<file path="src/rtl/cam_qspi_pkg.sv">
// Fixed geometry: two 512-word banks, 512-byte bursts, Quad Write opcode only, no read mode
package cam_qspi_pkg;

	// ------------------------------
	// Data path geometry
	localparam int WORD_W      = 32;  // Frame buffer word
	localparam int BANK_WORDS  = 512; // Words per ping-pong bank
	localparam int BANK_ADDR_W = 9;   // Word address inside a bank
	localparam int BURST_WORDS = 128; // One burst is 512 bytes
	localparam int BURST_BYTES = 512; // External address step per burst

	// ------------------------------
	// QSPI SRAM protocol
	localparam int         QSPI_ADDR_W   = 24;
	localparam logic [7:0] QPI_WRITE_CMD = 8'h38; // Quad Write
	localparam int         CMD_BITS      = 8;     // Serial on line 0
	localparam int         ADDR_NIBBLES  = 6;
	localparam int         WORD_NIBBLES  = 8;
	localparam int         IDLE_GAP      = 2;     // Minimum deselect between bursts

	// Control register mode field
	localparam logic [1:0] MODE_WRITE = 2'b10;

	// Camera word on its way into the frame buffer
	typedef struct packed {
		logic [WORD_W-1:0]    data;
		logic [BANK_ADDR_W:0] addr; // Bank bit on top
		logic                 we;   // One-cycle write pulse
	} cam_word_t;

	// Shifter operation, one per cycle
	typedef enum logic [2:0] {
		OP_HOLD,
		OP_LOAD_CMD,
		OP_LOAD_ADDR,
		OP_LOAD_DATA,
		OP_SHIFT_BIT,
		OP_SHIFT_NIB,
		OP_IDLE_LOW
	} qspi_op_e;

	typedef struct packed {
		qspi_op_e               op;
		logic [QSPI_ADDR_W-1:0] addr; // Burst start address
	} qspi_ctl_t;

	typedef enum logic [2:0] {
		ST_IDLE,
		ST_CMD,
		ST_ADDR,
		ST_DATA,
		ST_GAP,
		ST_BANK_WAIT
	} qspi_state_e;

endpackage

</file>
<file path="src/rtl/pixel_packer.sv">
// Camera bytes need at least 3 cycles between them; the first byte of a group lands in bits 31:24
`timescale 1ns/1ns

module pixel_packer (
	input  logic                   WBs_CLK_i,
	input  logic                   WBs_RST_i,
	input  logic                   cam_href_i,
	input  logic                   cam_vsync_i,
	input  logic [7:0]             cam_dat_i,
	output cam_qspi_pkg::cam_word_t cam_word_o
);

	typedef enum logic [1:0] {
		BYTE0,
		BYTE1,
		BYTE2,
		BYTE3
	} byte_state_e;

	byte_state_e byte_st;                                 // Bytes already held
	logic [23:0] hold_r;                                  // First three bytes of a group
	logic [cam_qspi_pkg::WORD_W-1:0]        data_r;       // Completed word
	logic [cam_qspi_pkg::BANK_ADDR_W:0]     addr_r;       // Wraps over both banks
	logic                                   we_r;
	logic                                   byte_vld;

	assign byte_vld = cam_href_i & cam_vsync_i;           // Active line and frame

	// ------------------------------
	// Byte count and write strobe
	always_ff @(posedge WBs_CLK_i or posedge WBs_RST_i) begin
		if (WBs_RST_i) begin
			byte_st <= BYTE0;
			we_r    <= 1'b0;
			addr_r  <= '0;
		end else begin
			we_r <= 1'b0;                                 // Pulse by default
			if (we_r)
				addr_r <= addr_r + 1'b1;                  // Advance once the word is written
			if (byte_vld) begin
				case (byte_st)
					BYTE0: byte_st <= BYTE1;
					BYTE1: byte_st <= BYTE2;
					BYTE2: byte_st <= BYTE3;
					BYTE3: begin
						byte_st <= BYTE0;
						we_r    <= 1'b1;                  // Word complete
					end
					default: byte_st <= BYTE0;
				endcase
			end
		end
	end

	// Payload shift, big-endian
	always_ff @(posedge WBs_CLK_i) begin
		if (byte_vld) begin
			hold_r <= {hold_r[15:0], cam_dat_i};
			if (byte_st == BYTE3)
				data_r <= {hold_r, cam_dat_i};
		end
	end

	always_comb begin
		cam_word_o.data = data_r;
		cam_word_o.addr = addr_r;
		cam_word_o.we   = we_r;
	end

endmodule

</file>
<file path="config.mk">
export PLATFORM = sky130hd
export DESIGN_NAME = pixel_packer
export DESIGN_NICKNAME = d
export VERILOG_FILES = /design/src/rtl/cam_qspi_pkg.sv /design/src/rtl/pixel_packer.sv
export SDC_FILE = /design/constraint.sdc
export NUM_CORES = 1
export LEC_CHECK = 0
export BUFFER_PORTS_ARGS = -buffer_cell sky130_fd_sc_hd__buf_2
export CORE_MARGIN = 2
export CORE_UTILIZATION = 40
export CTS_BUF_LIST = sky130_fd_sc_hd__clkbuf_8 sky130_fd_sc_hd__clkbuf_16
export CTS_CLUSTER_SIZE = 14
export DETAILED_ROUTE_END_ITERATION = 12
export GPL_TIMING_DRIVEN = 0
export REMOVE_ABC_BUFFERS = 1
export SETUP_SLACK_MARGIN = 0.2
export SLEW_MARGIN = 10
export SYNTH_ARGS = -nofsm -noshare
export SYNTH_HDL_FRONTEND = slang
export SYNTH_SLANG_ARGS = --single-unit
</file>
<file path="constraint.sdc">
create_clock -name WBs_CLK_i -period 2.16 [get_ports WBs_CLK_i]
set_input_delay 0.216 -clock WBs_CLK_i [delete_from_list [all_inputs] [get_ports WBs_CLK_i]]
set_output_delay 0.216 -clock WBs_CLK_i [all_outputs]
set_load 0.02 [all_outputs]
</file>
# Word-level counts from Yosys, hierarchy flattened
# Index checks and enable logic that the tools add are counted.
[op_classes]
eq_ne = 3
n_addsub = 1
bitwise_logic = 1
n_mux = 3
reduce_logical = 2
[op_table]
columns = ["operator", "n"]
rows = [
  ["$add A10 B1 Y10 const B", 1],
  ["$pmux W2 S4", 1],
  ["$eq A2 B2 Y1 const B", 2],
  ["$eq A2 B1 Y1 const B", 1],
  ["$logic_not A2 Y1", 1],
  ["$mux W1", 2],
  ["$reduce_and A2 Y1", 1],
  ["$and A1 B1 Y1", 1],
]
[totals]
input_bits = 12
word_cells = 15
output_inout_bits = 43
ff_bits = 69

# Depth between registers and ports, before layout
[depth]
word_depth = 3
mapped_depth = 4
ltp_nobuf = 4

# Least setup slack after synthesis
# OpenSTA, ideal clock, no wires.
[synth_timing]
kind = "register to register"
startpoint = "register byte_st[1]"
endpoint = "register data_r[0] in the netlist's numbering, enable pin"
arrival_ps = 1320
n_path_buf = 0
slack_ps = 447
period_less_slack_ps = 1713
t_required_ps = 1767
setup_time_ps = 393
path_stages_with_launch = 3
cell_sequence = "dfrtp_1 -> ha_1 -> and3_1"
[synth_via]
elab_chain_len = 2
[synth_lines]
columns = ["element", "line", "source"]
rows = [
  ["start, declared", "pixel_packer.sv:20", "byte_state_e byte_st;"],
  ["start signal, assigned", "pixel_packer.sv:33", "byte_st <= BYTE0;"],
  ["start signal, assigned", "pixel_packer.sv:42", "BYTE0: byte_st <= BYTE1;"],
  ["start signal, assigned", "pixel_packer.sv:43", "BYTE1: byte_st <= BYTE2;"],
  ["$eq A2 B2 Y1", "pixel_packer.sv:59", "if (byte_st == BYTE3)"],
  ["$reduce_and A2 Y1 (no line)", "n/a", ""],
  ["end signal, assigned", "pixel_packer.sv:60", "data_r <= {hold_r, cam_dat_i};"],
  ["end, declared", "pixel_packer.sv:22", "logic [cam_qspi_pkg::WORD_W-1:0] data_r;"],
]
# No other way between the ends.
# A chain may end at the register's enable or synchronous reset.

# Worst setup path after layout
# Ends and elaborated chain as after synthesis.

==> results.yml <==
synthesis:
  synth_seq_cells: 69
  synth_area_leaders: "edfxtp_1 74%, dfrtp_1 14%, xnor2_1 2.7%"
  ys_seq_area_share_pct: 88.42
  synth_area_mm2: 0.002270
  syn_area_per_cell_um2: 21.82
  yosys.area.top_type: "edfxtp_1"
  syn_inst: 104
  synth_top_area_share_pct: 74.09
  synthFlopType: "edfxtp_1"
  synthArstFlopShare_pct: 18.84
  yosys_warnings: 0
  yosysUniqueCellTypes: 18
  synth-edff-count: 56
sta:
  fin_crit_sh_pct: 73.57
  max-slew-margin-rel_pct: 37.98
  final.setup_skew_ns: 0.005738
  hold_ws_ns: 0.08176
  period_minus_slack_ns: 1.589
  fin_tns_setup_ns: 0
  rsz0062_at_grt: "no"
  hold_violations: 0
  tightest_slew_ns: 0.9292
  max_freq_ghz: 0.6293
  slew_viol_final: 0
  setup_violations: 0
drt:
  routed_wl_um: 3238
  viasPerCell: 4.392
  drt-initial-drc-count: 67
  vias: 1076
  dr.pass1.iters: 4
  final_antenna_net_count: 0
  wire_per_inst_um: 13.22
  drc: 0
setup_path:
  reg2reg_slack_ns: 0.57
  cp-end-kind: "register"
  critical_path.startpoint_type: "register"
  ff2ff_path_depth: 2
  cp_data_required_time_ns: 2.11
  crit_start: "byte_st[1]$_DFFE_PP0P_"
  r2r-start: "byte_st[1]$_DFFE_PP0P_"
  cp_max_fo: 33
  arrival_ns: 1.54
  path_class: "register to register"
  r2r-end: "data_r[0]$_DFFE_PP_"
  critPathCapture: "data_r[0]$_DFFE_PP_"
final_layout:
  drive_above_1_share_pct: 42.20
  final-seq-area_mm2: 0.002007
  nNetsFinal: 185
  final_common_cell: "edfxtp_1"
  antennaDiodeCount: 0
  area_growth_pct: 26.02
  fill_cells: 477
  multi_input_area_um2: 241.5
  final_cell_mix: "56 x edfxtp_1, 54 x buf_2, 13 x dfrtp_1"
grt:
  grt_pass1_wl_um: 5009
  antenna_found_initial: 0
  grt_pass1_vias: 1123
  grt.overflow.total: 0
  grt_max_degree: 34
  track_usage_pct: 11.21
run_status:
  status: "finished, final reports clean"
pwr:
  p_leak_nw: 1.163
  p_per_area_mw_per_mm2: 1098
  ir_drop_v: 0.0005574
place:
  hpwl_um: 2185
  io_buffer_count: 54
  gp_congestion: 0.6373
floorplanning:
  die_w_um: 79.33
  row_count: 27
  die-area_mm2: 0.006292
  io_pins: 55
  die_h_um: 79.33
  core_area_mm2: 0.005507
  start_util_pct: 41.22
cts:
  cts_root_buf: "clkbuf_8"
  clock-sinks: 69
  postCtsSetupRepairBufs: 0
  cts.path.max_buffers: 2
  cts_tree: "yes"
  cts_max_level: 3
  cts-buffers-inserted: 9
  insertion_delay_ns: 0.32
  clk_pin_slew_ns: 0.07
run:
  drv_cap: 0
hold_path:
  hold_path_class: "input port to register"
-- worst min path at each step --
stage | endpoint | slack, ns | cells after the start | from
2_1_floorplan | addr_r[0]$_DFFE_PP0P_ | 0.09 | 1 | WBs_RST_i
3_3_place_gp | addr_r[1]$_DFFE_PP0P_ | 0.25 | 2 | WBs_RST_i
3_5_place_dp | addr_r[9]$_DFFE_PP0P_ | 0.26 | 2 | WBs_RST_i
4_1_cts | data_r[2]$_DFFE_PP_ | 0.06 | 1 | cam_dat_i[2]
5_1_grt | data_r[4]$_DFFE_PP_ | 0.07 | 1 | cam_dat_i[4]
6_report | hold_r[2]$_DFFE_PP_ | 0.08 | 1 | cam_dat_i[2]
-- layout make-up --
cell class	count	area share, %
Timing Repair Buffer	55	9.799
Multi-Input combinational cell	30	8.443
Tap cell	72	3.150
Inverter	4	0.5249
Sequential cell	69	70.17
Clock inverter	6	3.587
Clock buffer	9	4.331
-- worst max-delay path, cell delays in order, from the launching register on --
cell and delay [ns]:
dfrtp_1 0.37, ha_1 0.16, and3_2 0.67
-- registers in the layout (all words and copies together), names as in the netlist --
signal,cells
addr_r,10
data_r,32
byte_st,2
hold_r,24
we_r,1
-- metal layers --
metal / global-route usage [%] / up-vias / share of wire [%]
met1: 11.69 / 514 / 42
met5: 0 / - / 0
met4: 7.241 / 0 / 1.6
met3: 4.773 / 5 / 7.3
li1: - / 517 / -
met2: 18.47 / 40 / 49
-- kinds of logic after synthesis --
group	share of synthesized area, %
muxes	0.4961
DFF	88.42
xor gates and xnor gates	3.473
and+or+nand+nor	3.969
adders and majority gates	2.205
buffers and inverters	0.9922
AOI/OAI and AO/OA	0.4406
-- report_power, final --
group          internal [mW]  leakage [nW]  switching [mW]
clock                  0.750         0.114           0.419
sequential              1.57         0.687          0.0749
combinational          0.110         0.361           0.215
-- Yosys cell counts, types with 2 or more instances --
| cell type | number |
|---|---|
| and4_4 | 2 |
| dfrtp_1 | 13 |
| edfxtp_1 | 56 |
| xnor2_1 | 7 |
| nand3_1 | 3 |
| nand2_1 | 4 |
| inv_1 | 4 |
| ha_1 | 4 |
| xor2_1 | 2 |
-- metrics by stage --
step | instances | power, mW | instance area [µm²] | setup slack (ns) | utilization (%)
6_report | 245 | 3.141 | 2860 | 0.5710 | 51.94
5_1_grt | 245 | 3.270 | 2860 | 0.4492 | 51.94
4_1_cts | 245 | 3.183 | 2860 | 0.5490 | 51.94
3_5_place_dp | 229 | 2.003 | 2624 | 0.5637 | 47.65
3_3_place_gp | 229 | 1.972 | 2623 | 0.1344 | 47.63
2_1_floorplan | 103 | 1.864 | 2262 | 0.4472 | -
-- what timing repair did --
item                      CTS  global route
gates resized for setup     0             0
hold buffers                1             0
hold endpoints to repair   13             0
Note: power is estimated with default switching activity, not from simulation.
