<file path="config.mk">
export PLATFORM = sky130hd
export DESIGN_NAME = qspi_shifter
export DESIGN_NICKNAME = d
export VERILOG_FILES = /design/src/rtl/cam_qspi_pkg.sv /design/src/rtl/qspi_shifter.sv
export SDC_FILE = /design/constraint.sdc
export NUM_CORES = 1
export LEC_CHECK = 0
export BUFFER_PORTS_ARGS = -buffer_cell sky130_fd_sc_hd__buf_4
export CORE_MARGIN = 4
export CORE_UTILIZATION = 48
export DETAILED_ROUTE_END_ITERATION = 8
export PLACE_DENSITY = 0.82
export RECOVER_POWER = 100
export SLEW_MARGIN = 20
export SYNTH_ARGS = -nofsm -noshare
export SYNTH_HDL_FRONTEND = slang
export SYNTH_SLANG_ARGS = --single-unit
</file>
<file path="constraint.sdc">
create_clock -name WBs_CLK_i -period 3.1 [get_ports WBs_CLK_i]
set_input_delay 0.155 -clock WBs_CLK_i [delete_from_list [all_inputs] [get_ports WBs_CLK_i]]
set_output_delay 0.155 -clock WBs_CLK_i [all_outputs]
set_load 0.01 [all_outputs]
</file>
<file path="src/rtl/cam_qspi_pkg.sv">
// Fixed geometry: two 512-word banks, 512-byte bursts, Quad Write opcode only, no read mode
package cam_qspi_pkg;

	// ------------------------------
	// Data path geometry
	localparam int WORD_W      = 32;  // Frame buffer word
	localparam int BANK_WORDS  = 512; // Words per ping-pong bank
	localparam int BANK_ADDR_W = 9;   // Word address inside a bank
	localparam int BURST_WORDS = 128; // One burst is 512 bytes
	localparam int BURST_BYTES = 512; // External address step per burst

	// ------------------------------
	// QSPI SRAM protocol
	localparam int         QSPI_ADDR_W   = 24;
	localparam logic [7:0] QPI_WRITE_CMD = 8'h38; // Quad Write
	localparam int         CMD_BITS      = 8;     // Serial on line 0
	localparam int         ADDR_NIBBLES  = 6;
	localparam int         WORD_NIBBLES  = 8;
	localparam int         IDLE_GAP      = 2;     // Minimum deselect between bursts

	// Control register mode field
	localparam logic [1:0] MODE_WRITE = 2'b10;

	// Camera word on its way into the frame buffer
	typedef struct packed {
		logic [WORD_W-1:0]    data;
		logic [BANK_ADDR_W:0] addr; // Bank bit on top
		logic                 we;   // One-cycle write pulse
	} cam_word_t;

	// Shifter operation, one per cycle
	typedef enum logic [2:0] {
		OP_HOLD,
		OP_LOAD_CMD,
		OP_LOAD_ADDR,
		OP_LOAD_DATA,
		OP_SHIFT_BIT,
		OP_SHIFT_NIB,
		OP_IDLE_LOW
	} qspi_op_e;

	typedef struct packed {
		qspi_op_e               op;
		logic [QSPI_ADDR_W-1:0] addr; // Burst start address
	} qspi_ctl_t;

	typedef enum logic [2:0] {
		ST_IDLE,
		ST_CMD,
		ST_ADDR,
		ST_DATA,
		ST_GAP,
		ST_BANK_WAIT
	} qspi_state_e;

endpackage

</file>
<file path="src/rtl/qspi_shifter.sv">
// Only one of the three shift registers is non-zero at a time; quad_dat_o is their head bits OR-ed
`timescale 1ns/1ns

module qspi_shifter (
	input  logic                              WBs_CLK_i,
	input  logic                              WBs_RST_i,
	input  cam_qspi_pkg::qspi_ctl_t           ctl_i,
	input  logic [cam_qspi_pkg::WORD_W-1:0]   word_i,
	output logic [3:0]                        quad_dat_o
);

	logic [cam_qspi_pkg::CMD_BITS-1:0]    cmd_r;          // Serial opcode, MSB out first
	logic [cam_qspi_pkg::QSPI_ADDR_W-1:0] addr_r;         // Address nibbles
	logic [cam_qspi_pkg::WORD_W-1:0]      data_r;         // Data nibbles

	// ------------------------------
	// Load and shift by op
	always_ff @(posedge WBs_CLK_i or posedge WBs_RST_i) begin
		if (WBs_RST_i) begin
			cmd_r  <= '0;
			addr_r <= '0;
			data_r <= '0;
		end else begin
			case (ctl_i.op)
				cam_qspi_pkg::OP_LOAD_CMD: begin
					cmd_r  <= cam_qspi_pkg::QPI_WRITE_CMD;
					addr_r <= '0;
					data_r <= '0;
				end
				cam_qspi_pkg::OP_LOAD_ADDR: begin
					cmd_r  <= '0;                         // Drop last command bit
					addr_r <= ctl_i.addr;
				end
				cam_qspi_pkg::OP_LOAD_DATA: begin
					addr_r <= '0;                         // Drop last address nibble
					data_r <= word_i;                     // Replaces previous word
				end
				cam_qspi_pkg::OP_SHIFT_BIT:
					cmd_r <= {cmd_r[cam_qspi_pkg::CMD_BITS-2:0], 1'b0};
				cam_qspi_pkg::OP_SHIFT_NIB: begin
					addr_r <= {addr_r[cam_qspi_pkg::QSPI_ADDR_W-5:0], 4'h0};
					data_r <= {data_r[cam_qspi_pkg::WORD_W-5:0], 4'h0};
				end
				cam_qspi_pkg::OP_IDLE_LOW: begin
					cmd_r  <= '0;                         // All lines low
					addr_r <= '0;
					data_r <= '0;
				end
				default: ;                                // OP_HOLD
			endcase
		end
	end

	// Head of whichever register is active
	assign quad_dat_o = {3'b000, cmd_r[cam_qspi_pkg::CMD_BITS-1]}
	                  | addr_r[cam_qspi_pkg::QSPI_ADDR_W-1 -: 4]
	                  | data_r[cam_qspi_pkg::WORD_W-1 -: 4];

endmodule

</file>
### Word-level counts from Yosys, hierarchy flattened

Index checks and enable logic that the tools add are counted.
Widths: inputs -> output; s select.

* bits of input ports: 61
* output and inout bits: 4
* register bits after elaboration: 64
* word-level logic and storage cells: 20

* eq/ne operators: 6
* bitwise operators: 2
* muxes and demuxes: 3
* reductions and logical operators: 6

Operator list (number)
* $pmux 32 s3: 1
* $pmux 24 s3: 1
* $pmux 8 s3: 1
* $eq 3x3->1 const B: 3
* $reduce_bool 3->1: 3
* $eq 3x2->1 const B: 2
* $or 1x4->4: 1
* $or 4x4->4: 1
* $reduce_or 2->1: 2
* $eq 3x1->1 const B: 1
* $reduce_or 3->1: 1

### Longest topological paths before layout

* word-level depth: 3
* mapped depth: 6

### Worst setup path before layout

No wires, ideal clock.

* path type: input-to-reg
* start point: in ctl_i[26] (netlist name)
* end point: reg data_r[15] (netlist name)
* required time: 2.979 ns
* path slack: 1.968 ns
* arrival time: 1.011 ns
* path buffers: 3
* library setup time: 0.121 ns
* stages: 6
* cells stage by stage: buf_6 > nor2b_4 > buf_6 > buf_6 > a22o_1 > a22o_1

* word-level cells in the longest chain between the ends: 3
* elaborated cells on any way between the ends: 7

Ends and longest elaborated chain
* from (decl): line qspi_shifter.sv:7 `input cam_qspi_pkg::qspi_ctl_t ctl_i,`
* $eq 3x3->1 / $eq 3x1->1 (equally long branches): line qspi_shifter.sv:24 `case (ctl_i.op)`
* $reduce_or 2->1 (no line)
* $pmux 32 s3 / $reduce_bool 3->1 (equally long branches)
* to (signal assigned): line qspi_shifter.sv:36 `data_r <= word_i;`
* to (signal assigned): line qspi_shifter.sv:42 `data_r <= {data_r[cam_qspi_pkg::WORD_W-5:0], 4'h0};`
* to (decl): line qspi_shifter.sv:14 `logic [cam_qspi_pkg::WORD_W-1:0] data_r;`

Parallel ways exist; a longest one is shown, timed or not.
A chain may end at the register's enable or synchronous reset.

### Final worst setup path

* start point: in ctl_i[24] (netlist name)
* end point: reg data_r[25] (netlist name)

The elaborated chain is that of the path after synthesis.

==> impl_results.md <==
* Worst IR Drop VDD at approximately 250 uV
* Power, Total at 1.76 mW
* P&R area growth vs syn at 18.6%
* Synthesized area per cell at 11.1 sq um
* CTS buffer count at 9
* Fin. max-slew vios at 0
* Max Freq at 479 MHz
* Initial antenna violation count at 0
* CORE AREA at 5990 sq um
* Largest net degree at the start of global routing at slightly above 60
* Clk_lat worst skew at 0.33 ns
* Final Setup Violations at 0
* Total GRT Usage at 0.190
* Die height at 86.9 um
* Register area at roughly 1500 sq um
* Avg WL per Cell at 17.1 um
* Mapped Area at 2990 sq um
* Overall routed net length at 6890 um
* Vias at ~2400
* Final ANT Viol Nets at 0
* Post-synthesis register bit count at 61
* Remaining DRCs at 0
* GR Overflow Total at 0
* Root buffer cell: clkbuf_8
* CP Launch Type: input pin
* Status: completed
* Utilization after layout at 0.591
* Reg clk slew, reported paths at 0.07 ns
* Hold slack final at 0.0390 ns
* Clock sinks at 61
* Die width at between 80 and 90 um
* Layout cell share with drive strength beyond 1 at 0.251
* Clock skew at 0.00827 ns
* Number of inserted diodes at 0
* Footprint of the multi-input gates at 1270 sq um
* First-pass GRT wire length at approximately 11000 um
* Ports at 65
* Gpl congestion at around 0.77
* Max-cap check violation count at 0
* Worst setup EP type: flip-flop
* Port bufs at 64
* Min Tclk post-route at 2.09 ns
* CP Class: in -> reg
* Clock Tree Buf Depth at 2
* Post-Place Cell Area at between 3000 and 4000 sq um
* Pleak at 1.64 nW
* Initial DRC Count at 179
* Vias/cell at 6.02
* Post-Layout Inst Area at about 3500 sq um
* Drt first pass iters at 4
* Seq/Total Area, Yosys at 0.511
* CP required at between 3 and 4 ns
* Data arrival time of the worst path at 2.36 ns
* Vias in the first global route at 2417
* Tcrit/Tclk final at 0.673
* DP Wirelength at 4540 um
* Max-Slew Margin vs Limit at 0.160
* Die area at 7550 sq um
* H-tree levels at 3
* CTS tree: built
* Hold crit path type: in -> reg
* Hold Violations, Final at 0
* PD cells at 496 nW/um^2
* Final nets at 383
* Row count at 28
* Critical-path maximum fanout at 61
* RSZ-0062 raised after global routing: false
* Setup TNS Final at 0 ns
* Post-Syn Nets at 330
* Yosys cell types at 33
* Post-Syn Instances at around 270
* PostCTS Resize Cnt at 0
* Initial core utilization at 0.499
* Fillers at 518
* Synthesis warning total at 0
* Worst-margin pin slew at 1.26 ns
==> Yosys cell counts <==
library cell / n / share of area
buf_4: 7 / 0.018
maj3_1: 1 / 0.0034
nand3b_1: 4 / 0.010
buf_6: 5 / 0.019
a22oi_1: 2 / 0.0050
nand2_2: 1 / 0.0021
nand2_4: 1 / 0.0038
a21oi_1: 30 / 0.050
xor2_4: 1 / 0.0092
a32o_1: 2 / 0.0067
o22ai_1: 19 / 0.040
nor2_1: 2 / 0.0025
a21boi_0: 4 / 0.010
nor2b_4: 1 / 0.0046
clkbuf_1: 2 / 0.0025
mux2i_1: 4 / 0.013
clkinv_1: 1 / 0.0013
buf_2: 10 / 0.017
nor2b_2: 1 / 0.0029
xor2_1: 1 / 0.0029
o21ai_0: 13 / 0.022
a32oi_1: 4 / 0.012
inv_1: 1 / 0.0013
clkbuf_2: 1 / 0.0017
and3_1: 1 / 0.0021
a221o_1: 1 / 0.0034
nand2_1: 9 / 0.011
or2_2: 3 / 0.0063
nand3_1: 1 / 0.0017
a22o_1: 56 / 0.16
nor2b_1: 18 / 0.038
dfrtp_1: 61 / 0.51
or3_1: 1 / 0.0021
==> sequential cells by signal, summed over array words and instances (netlist names) <==
register and cells:
data_r 32, addr_r 24, cmd_r 5
==> report_power, final <==
| group | internal [mW] | switching, mW |
|---|---|---|
| Combinational | 0.135 | 0.137 |
| Clock | 0.288 | 0.305 |
| Sequential | 0.857 | 0.0356 |
==> through the flow <==
stage                     cells  setup WS (ns)
final                       402           1.01
after global routing        402          0.761
after CTS                   402           1.42
after detailed placement    385           1.07
after global placement      385           1.10
after floorplan             269           1.43
==> cells in the final DEF (no fill, tap or decap), types with 2 or more instances in the layout <==
cell type	netlist	final
dfrtp_1	61	61
buf_4	7	59
a22o_1	56	56
a21oi_1	30	30
o22ai_1	19	19
nor2b_1	18	18
o21ai_0	13	13
nand2_1	9	10
clkbuf_8	0	9
clkbuf_1	2	7
nand3b_1	4	4
mux2i_1	4	4
a32oi_1	4	4
a21boi_0	4	4
or2_2	3	3
nor2_1	2	2
a32o_1	2	2
a22oi_1	2	2
clkinvlp_4	0	2
clkinv_2	0	2
clkbuf_2	1	2
==> worst paths after layout <==
| kind | startpoint | to | slack, ns | depth (start not counted) |
|---|---|---|---|---|
| max in group asynchronous | WBs_RST_i | cmd_r[5] | 1.11 | 4 |
| worst max-delay path | ctl_i[24] | data_r[25] | 1.01 | 3 |
| min in group asynchronous | WBs_RST_i | addr_r[15] | 0.51 | 3 |
| worst min-delay path | ctl_i[0] | addr_r[0] | 0.04 | 2 |
| worst max register to register | data_r[1] | data_r[1] | 2.13 | 3 |
| worst min register to register | cmd_r[7] | cmd_r[7] | 0.51 | 1 |
==> area by class of cell <==
cell class / count / share of cell area
Timing Repair Buffer: 67 / 0.137
Multi-Input combinational cell: 181 / 0.358
Clock buffer: 12 / 0.0382
Inverter: 2 / 0.00212
Tap cell: 75 / 0.0265
Sequential cell: 61 / 0.431
Clock inverter: 4 / 0.00707
==> worst max-delay path, cell delays in order <==
cell and delay (ns):
clkbuf_2 0.91, xor2_2 0.99, a22o_1 0.29
==> metal layers <==
layer / track usage / vias up / wire [um]
li1: - / 1134 / -
met1: 0.256 / 1208 / 2990
met2: 0.295 / 70 / 3360
met3: 0.0577 / 10 / 423
met4: 0.0623 / 0 / 109
met5: 0 / - / 0
==> timing repair <==
action                    CTS  global route
hold buffers                1             0
hold endpoints to repair   18             0
buffers inserted            0             0
==> cells by family after synthesis <==
logic type / after synthesis / share of synthesized area
AO/OA/AOI/OAI: 131 / 0.313
flip-flops: 61 / 0.511
AND/OR/NAND/NOR: 43 / 0.0871
buffers and inverters: 27 / 0.0599
multiplexers: 4 / 0.0134
XOR/XNOR: 2 / 0.0122
adder cells (fa/ha/maj): 1 / 0.00335
(Power assumes the default switching activity.)
