**src/rtl/cam_qspi_pkg.sv**
```systemverilog
// Fixed geometry: two 512-word banks, 512-byte bursts, Quad Write opcode only, no read mode
package cam_qspi_pkg;

	// ------------------------------
	// Data path geometry
	localparam int WORD_W      = 32;  // Frame buffer word
	localparam int BANK_WORDS  = 512; // Words per ping-pong bank
	localparam int BANK_ADDR_W = 9;   // Word address inside a bank
	localparam int BURST_WORDS = 128; // One burst is 512 bytes
	localparam int BURST_BYTES = 512; // External address step per burst

	// ------------------------------
	// QSPI SRAM protocol
	localparam int         QSPI_ADDR_W   = 24;
	localparam logic [7:0] QPI_WRITE_CMD = 8'h38; // Quad Write
	localparam int         CMD_BITS      = 8;     // Serial on line 0
	localparam int         ADDR_NIBBLES  = 6;
	localparam int         WORD_NIBBLES  = 8;
	localparam int         IDLE_GAP      = 2;     // Minimum deselect between bursts

	// Control register mode field
	localparam logic [1:0] MODE_WRITE = 2'b10;

	// Camera word on its way into the frame buffer
	typedef struct packed {
		logic [WORD_W-1:0]    data;
		logic [BANK_ADDR_W:0] addr; // Bank bit on top
		logic                 we;   // One-cycle write pulse
	} cam_word_t;

	// Shifter operation, one per cycle
	typedef enum logic [2:0] {
		OP_HOLD,
		OP_LOAD_CMD,
		OP_LOAD_ADDR,
		OP_LOAD_DATA,
		OP_SHIFT_BIT,
		OP_SHIFT_NIB,
		OP_IDLE_LOW
	} qspi_op_e;

	typedef struct packed {
		qspi_op_e               op;
		logic [QSPI_ADDR_W-1:0] addr; // Burst start address
	} qspi_ctl_t;

	typedef enum logic [2:0] {
		ST_IDLE,
		ST_CMD,
		ST_ADDR,
		ST_DATA,
		ST_GAP,
		ST_BANK_WAIT
	} qspi_state_e;

endpackage

```
**src/rtl/qspi_write_ctrl.sv**
```systemverilog
// Bursts restart at address 0 and bank 0 whenever the mode is set; a mode clear aborts mid-burst
`timescale 1ns/1ns

module qspi_write_ctrl (
	input  logic                                 WBs_CLK_i,
	input  logic                                 WBs_RST_i,
	input  logic                                 mode_write_i,
	input  logic                                 cam_bank_i,
	output logic [cam_qspi_pkg::BANK_ADDR_W:0]   rd_addr_o,
	output cam_qspi_pkg::qspi_ctl_t              ctl_o,
	output logic                                 quad_ncs_o
);

	cam_qspi_pkg::qspi_state_e state_r;
	logic [2:0]                                 phase_r;     // Bit or nibble within a phase
	logic [6:0]                                 word_cnt_r;  // Word within the burst
	logic [cam_qspi_pkg::BANK_ADDR_W-1:0]       word_ptr_r;  // Next word to fetch
	logic [cam_qspi_pkg::QSPI_ADDR_W-1:0]       burst_addr_r;
	logic                                       send_bank_r; // Bank being sent
	logic                                       gap_done;
	logic                                       last_word;
	logic                                       burst_go;

	assign gap_done  = (phase_r == 3'(cam_qspi_pkg::IDLE_GAP - 1));
	assign last_word = (word_cnt_r == 7'(cam_qspi_pkg::BURST_WORDS - 1));
	// Bank b only goes out while the camera fills the other bank
	assign burst_go = mode_write_i &&
	                  (((state_r == cam_qspi_pkg::ST_BANK_WAIT) && (cam_bank_i != send_bank_r)) ||
	                   ((state_r == cam_qspi_pkg::ST_GAP) && gap_done && (word_ptr_r != '0)));
	assign rd_addr_o = {send_bank_r, word_ptr_r};        // Stable the cycle before each load

	// ------------------------------
	// Shifter op decode
	always_comb begin
		ctl_o.addr = burst_addr_r;
		ctl_o.op   = cam_qspi_pkg::OP_HOLD;
		if (!mode_write_i) begin
			ctl_o.op = cam_qspi_pkg::OP_IDLE_LOW;        // Abort drives lines low
		end else begin
			case (state_r)
				cam_qspi_pkg::ST_IDLE:
					ctl_o.op = cam_qspi_pkg::OP_IDLE_LOW;
				cam_qspi_pkg::ST_CMD:
					ctl_o.op = (phase_r == 3'(cam_qspi_pkg::CMD_BITS - 1)) ?
					           cam_qspi_pkg::OP_LOAD_ADDR : cam_qspi_pkg::OP_SHIFT_BIT;
				cam_qspi_pkg::ST_ADDR:
					ctl_o.op = (phase_r == 3'(cam_qspi_pkg::ADDR_NIBBLES - 1)) ?
					           cam_qspi_pkg::OP_LOAD_DATA : cam_qspi_pkg::OP_SHIFT_NIB;
				cam_qspi_pkg::ST_DATA: begin
					if (phase_r != 3'(cam_qspi_pkg::WORD_NIBBLES - 1))
						ctl_o.op = cam_qspi_pkg::OP_SHIFT_NIB;
					else if (last_word)
						ctl_o.op = cam_qspi_pkg::OP_IDLE_LOW; // End of burst
					else
						ctl_o.op = cam_qspi_pkg::OP_LOAD_DATA;
				end
				default:                                  // ST_GAP, ST_BANK_WAIT
					if (burst_go)
						ctl_o.op = cam_qspi_pkg::OP_LOAD_CMD;
			endcase
		end
	end

	// ------------------------------
	// Sequencing and chip select
	always_ff @(posedge WBs_CLK_i or posedge WBs_RST_i) begin
		if (WBs_RST_i) begin
			state_r      <= cam_qspi_pkg::ST_IDLE;
			phase_r      <= '0;
			word_cnt_r   <= '0;
			word_ptr_r   <= '0;
			burst_addr_r <= '0;
			send_bank_r  <= 1'b0;
			quad_ncs_o   <= 1'b1;
		end else if (!mode_write_i) begin
			state_r    <= cam_qspi_pkg::ST_IDLE;
			quad_ncs_o <= 1'b1;                           // Deselect at once
		end else if (burst_go) begin
			state_r    <= cam_qspi_pkg::ST_CMD;
			phase_r    <= '0;
			quad_ncs_o <= 1'b0;                           // Low with the first command bit
		end else begin
			case (state_r)
				cam_qspi_pkg::ST_IDLE: begin
					state_r      <= cam_qspi_pkg::ST_BANK_WAIT; // Fresh start, wait for bank 1
					phase_r      <= '0;
					word_cnt_r   <= '0;
					word_ptr_r   <= '0;
					burst_addr_r <= '0;
					send_bank_r  <= 1'b0;
				end
				cam_qspi_pkg::ST_CMD: begin
					phase_r <= phase_r + 1'b1;
					if (phase_r == 3'(cam_qspi_pkg::CMD_BITS - 1))
						state_r <= cam_qspi_pkg::ST_ADDR;
				end
				cam_qspi_pkg::ST_ADDR: begin
					phase_r <= phase_r + 1'b1;
					if (phase_r == 3'(cam_qspi_pkg::ADDR_NIBBLES - 1)) begin
						state_r    <= cam_qspi_pkg::ST_DATA;
						phase_r    <= '0;
						word_cnt_r <= '0;
						word_ptr_r <= word_ptr_r + 1'b1;  // First word taken
					end
				end
				cam_qspi_pkg::ST_DATA: begin
					phase_r <= phase_r + 1'b1;            // Wraps 7 to 0
					if (phase_r == 3'(cam_qspi_pkg::WORD_NIBBLES - 1)) begin
						if (last_word) begin
							state_r      <= cam_qspi_pkg::ST_GAP;
							quad_ncs_o   <= 1'b1;
							burst_addr_r <= burst_addr_r + 24'(cam_qspi_pkg::BURST_BYTES);
							if (word_ptr_r == '0)
								send_bank_r <= ~send_bank_r; // Fourth burst of the bank
						end else begin
							word_cnt_r <= word_cnt_r + 1'b1;
							word_ptr_r <= word_ptr_r + 1'b1;
						end
					end
				end
				cam_qspi_pkg::ST_GAP: begin
					phase_r <= phase_r + 1'b1;
					if (gap_done) begin
						state_r <= cam_qspi_pkg::ST_BANK_WAIT; // Only reached at bank end
						phase_r <= '0;
					end
				end
				default: ;                                // ST_BANK_WAIT holds
			endcase
		end
	end

endmodule

```
**config.mk**
```make
export PLATFORM = sky130hd
export DESIGN_NAME = qspi_write_ctrl
export DESIGN_NICKNAME = d
export VERILOG_FILES = /design/src/rtl/cam_qspi_pkg.sv /design/src/rtl/qspi_write_ctrl.sv
export SDC_FILE = /design/constraint.sdc
export NUM_CORES = 1
export LEC_CHECK = 0
export BUFFER_PORTS_ARGS = -buffer_cell sky130_fd_sc_hd__buf_2
export CAP_MARGIN = 30
export CORE_MARGIN = 3
export CORE_UTILIZATION = 40
export CTS_CLUSTER_SIZE = 25
export DETAILED_ROUTE_END_ITERATION = 7
export GPL_ROUTABILITY_DRIVEN = 0
export PLACE_DENSITY = 0.71
export SLEW_MARGIN = 5
export SYNTH_ARGS = -nofsm -noshare
export SYNTH_HDL_FRONTEND = slang
export SYNTH_SLANG_ARGS = --single-unit
```
**constraint.sdc**
```tcl
create_clock -name WBs_CLK_i -period 4.6 [get_ports WBs_CLK_i]
set_input_delay 1.15 -clock WBs_CLK_i [delete_from_list [all_inputs] [get_ports WBs_CLK_i]]
set_output_delay 1.15 -clock WBs_CLK_i [all_outputs]
set_load 0.02 [all_outputs]
```
# Yosys cells after proc, flatten, opt, wreduce, memory -nomap -nowiden
# Cells that the tools add are included.
[totals] regBits=48 latchBits=0 mem_bits_rw=0 mem_bits_ro=0 inputBits=4 output_inout_bits=38 elab_cells=95 memories=0
[op_classes] addsub=4 n_mul=0 div_mod_pow=0 order_cmp=0 n_eq_ne=25 n_shift=0 muxes=39 n_bitwise=2 n_reduce_logical=18
[ops] cell="24-bit two-way mux" count=2
[ops] cell="24-bit one-hot mux with 2 select lines" count=1
[ops] cell="3-bit two-way mux" count=15
[ops] cell="9-bit two-way mux" count=3
[ops] cell="9-bit one-hot mux with 3 select lines" count=1
[ops] cell="24-bit by 10-bit adder with 24-bit output, second input constant" count=1
[ops] cell="3-bit one-hot mux with 4 select lines" count=2
[ops] cell="7-bit two-way mux" count=3
[ops] cell="7-bit one-hot mux with 3 select lines" count=1
[ops] cell="4-bit != test, second input constant" count=5
[ops] cell="6-bit AND reduction" count=3
[ops] cell="3-bit one-hot mux with 5 select lines" count=1
[ops] cell="3-bit equality test, second input constant" count=4
[ops] cell="2-bit != test, second input constant" count=5
[ops] cell="9-bit by 1-bit adder with 9-bit output, second input constant" count=1
[ops] cell="9-bit logical NOT" count=1
[ops] cell="1-bit two-way mux" count=9
[ops] cell="3-bit by 1-bit != test with 1-bit output, second input constant" count=3
[ops] cell="9-bit nonzero test" count=1
[ops] cell="7-bit by 1-bit adder with 7-bit output, second input constant" count=1
[ops] cell="7-bit equality test, second input constant" count=1
[ops] cell="7-bit by 1-bit != test with 1-bit output, second input constant" count=1
[ops] cell="3-bit by 1-bit equality test with 1-bit output, second input constant" count=2
[ops] cell="3-bit by 2-bit equality test with 1-bit output, second input constant" count=2
[ops] cell="other kinds (15)" count=19

# Longest topological paths before layout
[depth] depth_word=8 depth_mapped=7 ltp_nobuf=6

# Worst setup path before layout
# OpenSTA, ideal clock, no wires.
[synth_path] path_kind="input to output" start="input port cam_bank_i" end="output port ctl_o[24] in the netlist's numbering" arrival_ps=2004 required_time_ps=3450 path_slack_ps=1446 stages=4 n_path_buf=0 cell_sequence="xnor2_1 or4_1 nand2_1 o21a_1"
[synth_rtl] item="start: declaration" line_no="qspi_write_ctrl.sv:8" text="input logic cam_bank_i,"
[synth_rtl] item="end: declaration" line_no="qspi_write_ctrl.sv:10" text="output cam_qspi_pkg::qspi_ctl_t ctl_o,"

==> results.md <==
* Postcts setup bufs at 0
* Std-Cell Rows at 28
* Synth Instances at about 290
* Avg Inst Size Synth at 8.921 um^2
* Vias in the first global route at about 2000
* Post-synthesis sequential area ratio at between 30% and 40%
* Crit-path max FO at 3
* Netlist cell types at between 50 and 60
* Hold path endpoint: word_cnt_r[0]
* Final instance area at approximately 2800 um^2
* Root Driver: clkbuf_8
* Final Setup Violations at 0
* Worst VDD drop at about 0.18 mV
* Area growth, synth to finish at 9.055%
* Pre-antenna DRT Iters at 4
* Tcrit/Tclk final at 73.74%
* First-pass GRT wire length at 9.873 mm
* Hold-critical path depth at 1
* Worst Path Required at around 3500 ps
* Maximum root-to-sink buffer count at 2
* Fin worst setup slack at 1208 ps
* CP most frequent cell: buf_2
* Critical Path End Type: output port
* R2R Setup Slk at approximately 2000 ps
* Commonest non-fill, non-tap cell in the layout: dfrtp_1
* Slew headroom at just under 30%
* Setup_tns at 0 ps
* Tot GR Track Use at between 10% and 20%
* RR Endpoint: word_ptr_r[1]
* H-tree levels at 2
* Post-DRT Antenna Nets at 0
* WP buf/inv at 2
* Final hold vios at 0
* Initial antenna violation count at 0
* Non-Filler Instances at 386
* CP Cell Sequence: buf_2 > xnor2_1 > or4_1 > nand2_1 > o21a_1 > buf_2
* Power share of the clock group at 25.2%
* Pint at ~560 uW
* CP delay by family, top: simple AND/OR/NAND/NOR gates
* EDFF count, synth at 0
* Fmax achieved at 294.8 MHz
* Worst-path clk slew at approximately 80 ps
* Hold Buf Count CTS at 0
* Reg area at between 900 and 1000 um^2
* Switching Fraction at a little under two fifths
* Power, Total at around 900 uW
* Resized cells post-CTS at 0
* Fillers at ~600
* Min Hold Slack at ~530 ps
* Status: finished, final reports clean
* Port-buffer cells at 32
* # IOs at between 40 and 50
* Critical path's largest stage delay at ~450 ps
* Worst slew pin tran at 1060 ps
* RSZ-0062 raised after global routing: false
* Clock latency on the worst-skew pair at between 200 and 300 ps
* Comb pwr share at a little under 30%
* Hold crit path type: register to register
* Critical path's slowest cell: or4_1
* Core ar. at 6026 um^2
* CTS tree: built
* Final wirelength at about 6.0 mm
* Detailed placement HPWL at 4.186 mm
* Post-place setup slack at about 1200 ps
* Util after Layout at ~46%
* Reg-to-reg startpoint: state_r[1]
* Worst Min Path Start: word_cnt_r[0]
* Multi-input gate area at between 1000 and 1500 um^2
* Synthesized area at between 2000 and 3000 um^2
* Ant. Diodes at 0
* Overall die height at about 86 um
* Final min period at ~3400 ps
* Psw at 340.5 uW
* Routed WL per cell at 15.64 um
* CTS Buf Count at 5
* DR vias at ~2300
* Pwr Density at ~320 nW/um^2
* DRC Markers at 0
* Async set-reset flop share out of synthesis at between 90% and 100%
* Die width at about 86 um
* Worst r2r path cells at 4
* DP Area at about 2700 um^2
* Cell count after placement at about 380
* Nature of the critical path startpoint: input pin
* Yosys warnings at 0
* Initial Util at 42.19%
* Synth Register Bits at 39
* Iter 0 DRT Violations at around 190
* Commonest non-fill, non-tap cells in the layout: 38 x dfrtp_1, 32 x buf_2, 26 x o31ai_1, 23 x a21oi_1, 19 x nand2_1
* Congestion Overflow GR at 0
* Full die area at 7349 um^2
* Worst Skew at roughly 6.4 ps
* WP data arrival at ~2200 ps
* CP Class: input pin to output port
* Ys flop type: dfrtp_1
* Sequential share of power at between 40% and 50%
* Leakage power at 1.287 nW
* Nets at 321
* Max Cap Violations at 0
* CTS Sinks at 39
* Slew Limit Fails at 0
* Vias/cell at around 6
* Pin count of the biggest net entering global routing at 40
* Layout cells sized above 1 at 15.76%
cell usage after synthesis (3+ instances only):
cell type	n	share of area [%]
dfrtp_1	38	37
o31ai_1	26	7.7
a21oi_1	23	4.5
nand2_1	19	2.8
o21ai_0	18	3.5
nand3_1	17	3.3
buf_4	13	3.8
or4_1	12	3.5
inv_1	11	1.6
nor2_1	11	1.6
and3_1	7	1.7
clkbuf_1	7	1.0
ha_1	7	3.4
and2_1	6	1.5
nand4_1	6	1.5
a31oi_1	5	1.2
and4_1	5	1.7
nand2b_1	4	0.98
a21o_1	3	0.89
buf_2	3	0.59
o221ai_1	3	1.0
power groups by stage:
stage,Combinational (mW),Clock [mW],Sequential (mW)
floorplan,0.252,0,0.382
global placement,0.257,0,0.413
global route,0.294,0.247,0.414
detailed placement,0.262,0,0.414
CTS,0.263,0.236,0.408
finish,0.262,0.226,0.409
per-layer routing:
metal / global-route usage (%) / vias to the layer above / wire length (um)
met1: 22.82 / 1120 / 2910
met4: 7.194 / 0 / 89
li1: - / 1114 / -
met2: 25.85 / 68 / 2755
met3: 2.690 / 6 / 280
met5: 0 / - / 0
final cells by class:
type,count,area share [%]
Clock inverter,1,0.1805
Sequential cell,39,35.24
Multi-Input combinational cell,219,50.63
Inverter,11,1.489
Timing Repair Buffer,34,6.318
Clock buffer,7,2.753
Tap cell,75,3.384
worst max path at each step:
| stage | end | slack (ps) | cells past startpoint | startpoint |
|---|---|---|---|---|
| 2_1_floorplan | ctl_o[24] | 1450 | 4 | cam_bank_i |
| 3_3_place_gp | ctl_o[24] | 1220 | 6 | cam_bank_i |
| 6_report | ctl_o[24] | 1210 | 6 | cam_bank_i |
| 3_5_place_dp | ctl_o[24] | 1220 | 6 | cam_bank_i |
| 4_1_cts | ctl_o[24] | 1200 | 6 | cam_bank_i |
| 5_1_grt | ctl_o[24] | 1150 | 6 | cam_bank_i |
cells by family (layout without fill, tap and decap cells):
family | count (synthesis) | in the layout | share of synthesized area (%)
AO/OA/AOI/OAI | 95 | 95 | 25.20
XOR/XNOR | 2 | 2 | 0.6891
adder cells (fa/ha/maj) | 7 | 7 | 3.445
buffers and inverters | 35 | 53 | 7.529
flip-flops | 39 | 39 | 38.44
multiplexers | 2 | 2 | 0.7874
other | 1 | 9 | 0.1475
AND/OR/NAND/NOR | 104 | 104 | 23.77
state kept, by name (all words and copies together), names as in the netlist:
register and flops:
burst_addr_r 15, word_ptr_r 9, word_cnt_r 7, phase_r 3, state_r 3, quad_ncs_o 1
send_bank_r 1
Power figures use the tool's default switching activity.
