## config.mk

```make
export PLATFORM = sky130hd
export DESIGN_NAME = wb_regs
export DESIGN_NICKNAME = d
export VERILOG_FILES = /design/src/rtl/cam_qspi_pkg.sv /design/src/rtl/wb_regs.sv
export SDC_FILE = /design/constraint.sdc
export NUM_CORES = 1
export LEC_CHECK = 0
export BUFFER_PORTS_ARGS = -buffer_cell sky130_fd_sc_hd__buf_4
export CAP_MARGIN = 20
export CORE_MARGIN = 2
export CORE_UTILIZATION = 25
export CTS_CLUSTER_DIAMETER = 30
export DETAILED_ROUTE_END_ITERATION = 12
export GPL_TIMING_DRIVEN = 0
export MAX_ROUTING_LAYER = met4
export PLACE_DENSITY = 0.81
export SKIP_CTS_REPAIR_TIMING = 1
export SYNTH_ARGS = -nofsm -noshare
export SYNTH_HDL_FRONTEND = slang
export SYNTH_SLANG_ARGS = --single-unit
```

## constraint.sdc

```tcl
create_clock -name WBs_CLK_i -period 1.3 [get_ports WBs_CLK_i]
set_input_delay 0.195 -clock WBs_CLK_i [delete_from_list [all_inputs] [get_ports WBs_CLK_i]]
set_output_delay 0.195 -clock WBs_CLK_i [all_outputs]
set_load 0.005 [all_outputs]
```

## src/rtl/cam_qspi_pkg.sv

```systemverilog
// Fixed geometry: two 512-word banks, 512-byte bursts, Quad Write opcode only, no read mode
package cam_qspi_pkg;

	// ------------------------------
	// Data path geometry
	localparam int WORD_W      = 32;  // Frame buffer word
	localparam int BANK_WORDS  = 512; // Words per ping-pong bank
	localparam int BANK_ADDR_W = 9;   // Word address inside a bank
	localparam int BURST_WORDS = 128; // One burst is 512 bytes
	localparam int BURST_BYTES = 512; // External address step per burst

	// ------------------------------
	// QSPI SRAM protocol
	localparam int         QSPI_ADDR_W   = 24;
	localparam logic [7:0] QPI_WRITE_CMD = 8'h38; // Quad Write
	localparam int         CMD_BITS      = 8;     // Serial on line 0
	localparam int         ADDR_NIBBLES  = 6;
	localparam int         WORD_NIBBLES  = 8;
	localparam int         IDLE_GAP      = 2;     // Minimum deselect between bursts

	// Control register mode field
	localparam logic [1:0] MODE_WRITE = 2'b10;

	// Camera word on its way into the frame buffer
	typedef struct packed {
		logic [WORD_W-1:0]    data;
		logic [BANK_ADDR_W:0] addr; // Bank bit on top
		logic                 we;   // One-cycle write pulse
	} cam_word_t;

	// Shifter operation, one per cycle
	typedef enum logic [2:0] {
		OP_HOLD,
		OP_LOAD_CMD,
		OP_LOAD_ADDR,
		OP_LOAD_DATA,
		OP_SHIFT_BIT,
		OP_SHIFT_NIB,
		OP_IDLE_LOW
	} qspi_op_e;

	typedef struct packed {
		qspi_op_e               op;
		logic [QSPI_ADDR_W-1:0] addr; // Burst start address
	} qspi_ctl_t;

	typedef enum logic [2:0] {
		ST_IDLE,
		ST_CMD,
		ST_ADDR,
		ST_DATA,
		ST_GAP,
		ST_BANK_WAIT
	} qspi_state_e;

endpackage

```

## src/rtl/wb_regs.sv

```systemverilog
// No address decode: every write hits the control register, every read returns the status word
`timescale 1ns/1ns

module wb_regs (
	input  logic        WBs_CLK_i,
	input  logic        WBs_RST_i,
	input  logic        wbs_cyc_i,
	input  logic        wbs_stb_i,
	input  logic        wbs_we_i,
	input  logic [31:0] wbs_dat_i,
	output logic        wbs_ack_o,
	output logic [31:0] wbs_dat_o,
	input  logic        cam_vsync_i,
	input  logic        cam_bank_i,
	output logic        mode_write_o
);

	logic [1:0] ctrl_mode_r;                              // Control bits 1:0
	logic       ack_nxt;
	logic       wr_en;

	// ------------------------------
	// Handshake
	assign ack_nxt = wbs_cyc_i & wbs_stb_i & ~wbs_ack_o;  // One ack per strobe
	assign wr_en   = ack_nxt & wbs_we_i;                  // Stored with the ack edge

	always_ff @(posedge WBs_CLK_i or posedge WBs_RST_i) begin
		if (WBs_RST_i)
			wbs_ack_o <= 1'b0;
		else
			wbs_ack_o <= ack_nxt;                         // Single-cycle pulse
	end

	// Control register
	always_ff @(posedge WBs_CLK_i or posedge WBs_RST_i) begin
		if (WBs_RST_i)
			ctrl_mode_r <= '0;                            // Not write mode
		else if (wr_en)
			ctrl_mode_r <= wbs_dat_i[1:0];
	end

	assign mode_write_o = (ctrl_mode_r == cam_qspi_pkg::MODE_WRITE);

	// Status word: vsync at bit 8, camera bank at bit 0
	assign wbs_dat_o = {23'h0, cam_vsync_i, 7'h0, cam_bank_i};

endmodule

```

Word level (Yosys, flattened, before mapping)
Index checks and enable logic that the tools add are counted.
- bitwise operators: 4
- eq/ne operators: 1
- operators with widths (operator ; count):
    1-bit AND ; 3
    2-bit == test (second input constant) ; 1
    1-bit NOT ; 1
- output and inout bits: 34
- logic and storage cells: 7
- flip-flop bits (word level): 3
- bits of input ports: 39

Logic depth before layout (Yosys ltp)
Gate-level depths: netlist of the first run.
- word-level depth: 3
- depth in mapped cells: 2
- mapped depth without buffers: 2

Least setup slack after synthesis of the first run
OpenSTA, ideal clock, no wires.
- path type: register -> register
- start: reg wbs_ack_o
- end: reg ctrl_mode_r[0]
- library setup time: 0.125 ns
- slack: 0.314 ns
- buffers on the path: 0
- cell stages (with the launch flop): 3
- clock period less this slack: 0.986 ns
- arrival: 0.861 ns
- data required time: 1.175 ns
- cell sequence: dfrtp_1 -> nand4b_4 -> mux2_4
- word-level cells in the longest chain between the ends: 3
- ends and longest elaborated chain (item ; RTL line ; text):
    start, declared ; wb_regs.sv:11 ; output logic wbs_ack_o,
    start signal, assigned ; wb_regs.sv:31 ; wbs_ack_o <= ack_nxt;
    1-bit NOT ; wb_regs.sv:24 ; assign ack_nxt = wbs_cyc_i & wbs_stb_i & ~wbs_ack_o;
    1-bit AND ; wb_regs.sv:24 ;
    1-bit AND ; wb_regs.sv:25 ; assign wr_en = ack_nxt & wbs_we_i;
    end signal, assigned ; wb_regs.sv:39 ; ctrl_mode_r <= wbs_dat_i[1:0];
    end, declared ; wb_regs.sv:18 ; logic [1:0] ctrl_mode_r;
No other way between the ends.
A chain may end at the register's enable or synchronous reset.

Final worst setup path of the first run
- start: reg ctrl_mode_r[1]
- end: out mode_write_o
- word-level cells in the longest chain between the ends: 1
- ends and longest elaborated chain (item ; RTL line ; text):
    2-bit == test ; wb_regs.sv:42 ; assign mode_write_o = (ctrl_mode_r == cam_qspi_pkg::MODE_WRITE);
    end, declared ; wb_regs.sv:15 ; output logic mode_write_o
No other way between the ends.

==> flow_metrics.py, run 1 <==
metrics = {
    "cells_and_area": {
        "final_net_count": 127,
        "antenna_cells": 0,
        "areaGrowthSynthToFinish_pct": 61.54,
        "drive_gt1_share_pct": 55.17,
        "final_util_pct": 42.35,
    },
    "worst_setup_path": {
        "crit_slowest_cell": "dfrtp_1",
        "r2r_cells": 2,
        "cpPeakStageDelay_ps": 370,
        "cp_max_fo": 2,
        "timing.rr.end": "ctrl_mode_r[0]",
        "end_kind": "primary output",
        "crit_path_cell_trace": "nor2b_1 -> buf_4",
        "setup.worst_path.class": "reg2out",
        "startpoint_type": "flip-flop",
        "r2r-start": "wbs_ack_o",
        "required_ps": 1110,
        "r2r_slack_ps": 270,
        "cp.arrival_ps": 860,
    },
    "clock_network": {
        "clkTransAtPathRegs_ps": 40,
        "root_buffer": "clkbuf_4",
        "cts_made_buffers": 3,
        "cts_sinks": 3,
        "htree_levels": 1,
        "cts_tree": "done",
        "clk_path_buf_depth": 2,
        "insertion_delay_ps": 230,
    },
    "sta": {
        "finalSetupTns_ps": 0,
        "maxSlewViolCount": 0,
        "period_minus_slack_ps": 1052,
        "fin_skew_ps": 4.689,
        "min_period_over_period_pct": 80.92,
        "fmax_mhz": 950.6,
        "rsz0062_at_grt": "false",
        "hold_viol": 0,
        "setup_violations": 0,
    },
    "floorplanning": {
        "initial_core_util_pct": 26.22,
        "io_pins": 73,
        "die_x_um": 43.52,
        "core_mm2": 0.001489,
        "die_area_mm2": 0.001894,
        "rows": 14,
        "die_h_um": 43.52,
    },
    "min_path": {
        "hold_class": "in2reg",
        "hp-start": "wbs_dat_i[1]",
        "whs_path_depth": 2,
        "min_to": "ctrl_mode_r[1]",
    },
    "grt": {
        "grtUsageTotal_pct": 6.002,
        "overflow": 0,
        "grt_pass1_wl_um": 779,
        "antenna_found_initial": 0,
        "grt_pass1_vias": 216,
        "grt_max_degree": 4,
    },
    "placement": {
        "place.gp.congestion": 0.6607,
        "io_buffers": 10,
    },
    "flow_run": {
        "drv_cap": 0,
    },
    "route": {
        "wl_um": 602,
        "drt_iter0_markers": 1,
        "drc_errors": 0,
        "first_pass_iters": 2,
        "vias_per_cell": 2.786,
        "vias": 287,
        "wire_per_inst_um": 5.845,
        "antenna_left": 0,
    },
    "logic_synthesis": {
        "ys_seq_elements": 3,
        "synthMuxAreaShare_pct": 7.692,
        "ys_top_cells_by_count": "32 x buf_4, 3 x dfrtp_1, 2 x mux2_4",
        "synthAdderAreaFrac_pct": 0,
        "ys_top_cells_by_area": "buf_4 62%, dfrtp_1 19%, mux2_4 7.7%",
        "synth-compound-area-share_pct": 0,
        "yosys.area.top_type": "buf_4",
        "syn_area_um2": 390.4,
        "syn_avg_cell_area_um2": 9.078,
        "yosys_warnings": 0,
        "synth_top_family_by_area": "buffers and inverters",
        "synth_most_common_cell": "buf_4",
        "async_reset_ff_share_pct": 100.0,
        "synth_flop_cell": "dfrtp_1",
        "synthSimpleGateAreaFrac_pct": 9.615,
        "seq_area_frac_synth_pct": 19.23,
        "synth_edf_count": 0,
        "yosys.cell_types.count": 9,
        "synthXorXnorAreaFrac_pct": 0,
        "yosysTopAreaCellShare_pct": 61.54,
        "syn_inst": 43,
    },
    "power": {
        "p_leak_uw": 0.0004215,
        "power.density_mw_per_mm2": 705.7,
        "ir_drop_mv": 0.4083,
    },
    "outcome": {
        "status": "finished, final reports clean",
    },
}
==> where the power goes <==
part	switching, uW	leakage [uW]	total (uW)	internal [uW]
sequential	9.07	0.0000369	118	109
combinational	52.9	0.000370	165	112
clock	47.2	0.0000150	162	115
==> cells by family after synthesis <==
| group | Yosys count |
|---|---|
| buffers and inverters | 33 |
| and+or+nand+nor | 4 |
| DFF | 3 |
| muxes | 2 |
| other | 1 |
==> critical path, delay by kind of cell (launching register included) <==
family,cells,cell delay [ps]
buf+inv,1,130
flops,1,370
simple gates,1,130
==> per-stage QoR <==
step	std cells	total power, uW	hold WS, ps	setup WS (ps)	cell area (um^2)
after global placement	98	275.2	72.07	311.5	594.3
final	103	445.0	195.3	248.0	630.6
after floorplan	72	238.2	-51.36	313.7	499.2
after detailed placement	98	278.7	85.03	273.3	594.3
after global routing	103	477.8	187.5	222.8	630.6
after CTS	102	447.5	-164.8	239.5	620.6
==> placed cells by master (no fill, tap or decap), drive strengths merged <==
| cell | instances |
|---|---|
| buf | 42 |
| nor2b | 1 |
| dlygate4sd3 | 1 |
| dfrtp | 3 |
| nand4b | 1 |
| nand2 | 1 |
| conb | 30 |
| nor2 | 1 |
| inv | 1 |
| mux2 | 2 |
| clkbuf | 4 |
==> area by class of cell <==
cell class	count	area, um^2
buffer	32	240.2
tap	16	20.02
multi-input combinational	36	180.2
inverter	1	3.754
sequential	3	75.07
timing repair buffer	11	85.08
clock buffer	4	26.28
fill	162	858.3
==> sequential cells by signal, indices dropped and copies added, names as in the netlist <==
name         flops
wbs_ack_o        1
ctrl_mode_r      2
==> per-layer routing <==
metal | track usage (%) | vias up | routed length, um
li1 | - | 156 | -
met1 | 3.053 | 106 | 141
met2 | 12.84 | 25 | 363
met3 | 1.667 | 0 | 96
met4 | 5.455 | 0 | 0
met5 | - | - | 0
==> worst max-delay path by stage <==
stage / startpoint / endpoint / slack [ps] / cells after the start
after CTS: ctrl_mode_r[1] / mode_write_o / 240 / 2
after detailed placement: wbs_ack_o / ctrl_mode_r[1] / 270 / 2
after global routing: ctrl_mode_r[1] / mode_write_o / 220 / 2
after floorplan: wbs_ack_o / ctrl_mode_r[0] / 310 / 2
after global placement: wbs_ack_o / ctrl_mode_r[1] / 310 / 2
final: ctrl_mode_r[1] / mode_write_o / 250 / 2
(Power assumes the default switching activity.)
==> run 2, diff against run 1 <==
- CORE_UTILIZATION: 25 -> 22
- PLACE_DENSITY: 0.81 -> 0.76
- clock period: 1.3 -> 0.93 ns (I/O delays scaled with it)
==> flow_metrics.py, run 2 (synthesis results as in run 1) <==
metrics = {
    "outcome": {
        "status": "finished, violations left",
        "violations": "negative setup slack",
    },
    "clock_network": {
        "htree_levels": 1,
        "cts_sinks": 3,
        "clkTransAtPathRegs_ps": 40,
        "cts_tree": "done",
        "clk_path_buf_depth": 2,
        "root_buffer": "clkbuf_4",
        "cts_made_buffers": 3,
        "insertion_delay_ps": 230,
    },
    "worst_setup_path": {
        "required_ps": 1040,
        "crit_path_cell_trace": "nand4b_4 -> mux2_4",
        "startpoint_type": "flip-flop",
        "cp.arrival_ps": 1120,
        "cp_max_fo": 3,
        "crit_slowest_cell": "dfrtp_1",
        "setup.worst_path.class": "reg2reg",
        "r2r_cells": 2,
        "end_kind": "flip-flop",
        "cpPeakStageDelay_ps": 390,
    },
    "sta": {
        "setup_violations": 3,
        "period_minus_slack_ps": 1014,
        "min_period_over_period_pct": 109.0,
        "setup_slack_ps": -83.57,
        "rsz0062_at_grt": "true",
        "maxSlewViolCount": 0,
        "fin_skew_ps": 3.372,
        "fmax_mhz": 986.6,
        "hold_viol": 0,
        "whs_ps": 135.9,
    },
    "route": {
        "drt_iter0_markers": 0,
        "first_pass_iters": 1,
        "wl_um": 570,
        "drc_errors": 0,
        "wire_per_inst_um": 5.429,
        "vias_per_cell": 2.790,
        "vias": 293,
        "antenna_left": 0,
    },
    "floorplanning": {
        "die_area_mm2": 0.002128,
        "die_h_um": 46.13,
        "initial_core_util_pct": 23.11,
        "io_pins": 73,
        "rows": 15,
        "core_mm2": 0.001689,
        "die_x_um": 46.13,
    },
    "cells_and_area": {
        "final_net_count": 128,
        "drive_gt1_share_pct": 55.68,
        "n_fill_cell": 180,
        "final_common_cell": "buf_4",
        "areaGrowthSynthToFinish_pct": 63.78,
        "regMostFlops": "ctrl_mode_r",
        "register_area_um2": 75.07,
        "antenna_cells": 0,
        "multi_input_area_um2": 180.2,
        "reg_top3": "ctrl_mode_r: 2 flops, wbs_ack_o: 1 flops",
        "layout_common_cells": "43 x buf_4, 30 x conb_1, 3 x clkbuf_4, 3 x dfrtp_1, 2 x mux2_4",
        "largest_reg_flops": 2,
    },
    "grt": {
        "grt_pass1_vias": 205,
        "grt_max_degree": 4,
        "overflow": 0,
        "grtUsageTotal_pct": 5.194,
        "antenna_found_initial": 0,
        "grt_pass1_wl_um": 724,
    },
    "min_path": {
        "whs_path_depth": 2,
        "hold_class": "in2reg",
    },
    "power": {
        "ir_drop_mv": 0.5040,
        "p_leak_uw": 0.0004264,
        "power.density_mw_per_mm2": 995.1,
    },
    "placement": {
        "place.gp.congestion": 0.6531,
        "io_buffers": 10,
        "place_worst_setup_slack_ps": -84.42,
    },
    "flow_run": {
        "drv_cap": 0,
    },
}
[run 2: power by group]
group          internal [uW]  switching [uW]
sequential               152            11.3
clock                    161            68.3
combinational            167            76.3
total                    480             156
[run 2: final timing paths]
| path | from | end | slack (ps) |
|---|---|---|---|
| max | wbs_ack_o | ctrl_mode_r[0] | -80 |
| max reg2reg | wbs_ack_o | ctrl_mode_r[0] | -80 |
| min | wbs_dat_i[1] | ctrl_mode_r[1] | 140 |
| min reg2reg | wbs_ack_o | wbs_ack_o | 450 |
| max in group asynchronous | WBs_RST_i | ctrl_mode_r[0] | 470 |
| min in group asynchronous | WBs_RST_i | wbs_ack_o | 330 |
[run 2: stage by stage]
| step | utilization, % | setup TNS (ps) | cells | area, um^2 | power (uW) |
|---|---|---|---|---|---|
| 6_report | 37.85 | -230.0 | 105 | 639.4 | 636.2 |
| 5_1_grt | 37.85 | -378.6 | 105 | 639.4 | 686.9 |
| 4_1_cts | 36.81 | -261.9 | 103 | 621.8 | 626.7 |
| 3_5_place_dp | 35.26 | -167.7 | 99 | 595.6 | 388.0 |
| 3_3_place_gp | 35.26 | -119.5 | 99 | 595.6 | 384.4 |
| 2_1_floorplan | - | -112.7 | 72 | 499.2 | 332.9 |
[run 2: layer usage]
layer	vias to the layer above	GRT usage [%]	part of all wire [%]	wire length, um
li1	158	-	-	-
met1	107	3.546	26	147
met2	28	9.722	55	313
met3	0	1.569	19	109
met4	0	5.143	0	0
met5	-	-	0	0
[run 2: cell type report]
type / instances / share of cell area, %
sequential: 3 / 11.74
multi-input combinational: 36 / 28.18
timing repair buffer: 12 / 14.48
inverter: 1 / 0.5871
buffer: 32 / 37.57
tap: 17 / 3.327
clock buffer: 4 / 4.110
[run 2: critical path, delay by kind of cell, from the launching register on]
family        cells  cell delay (ps)
mux               1              310
flops             1              390
simple gates      1              200
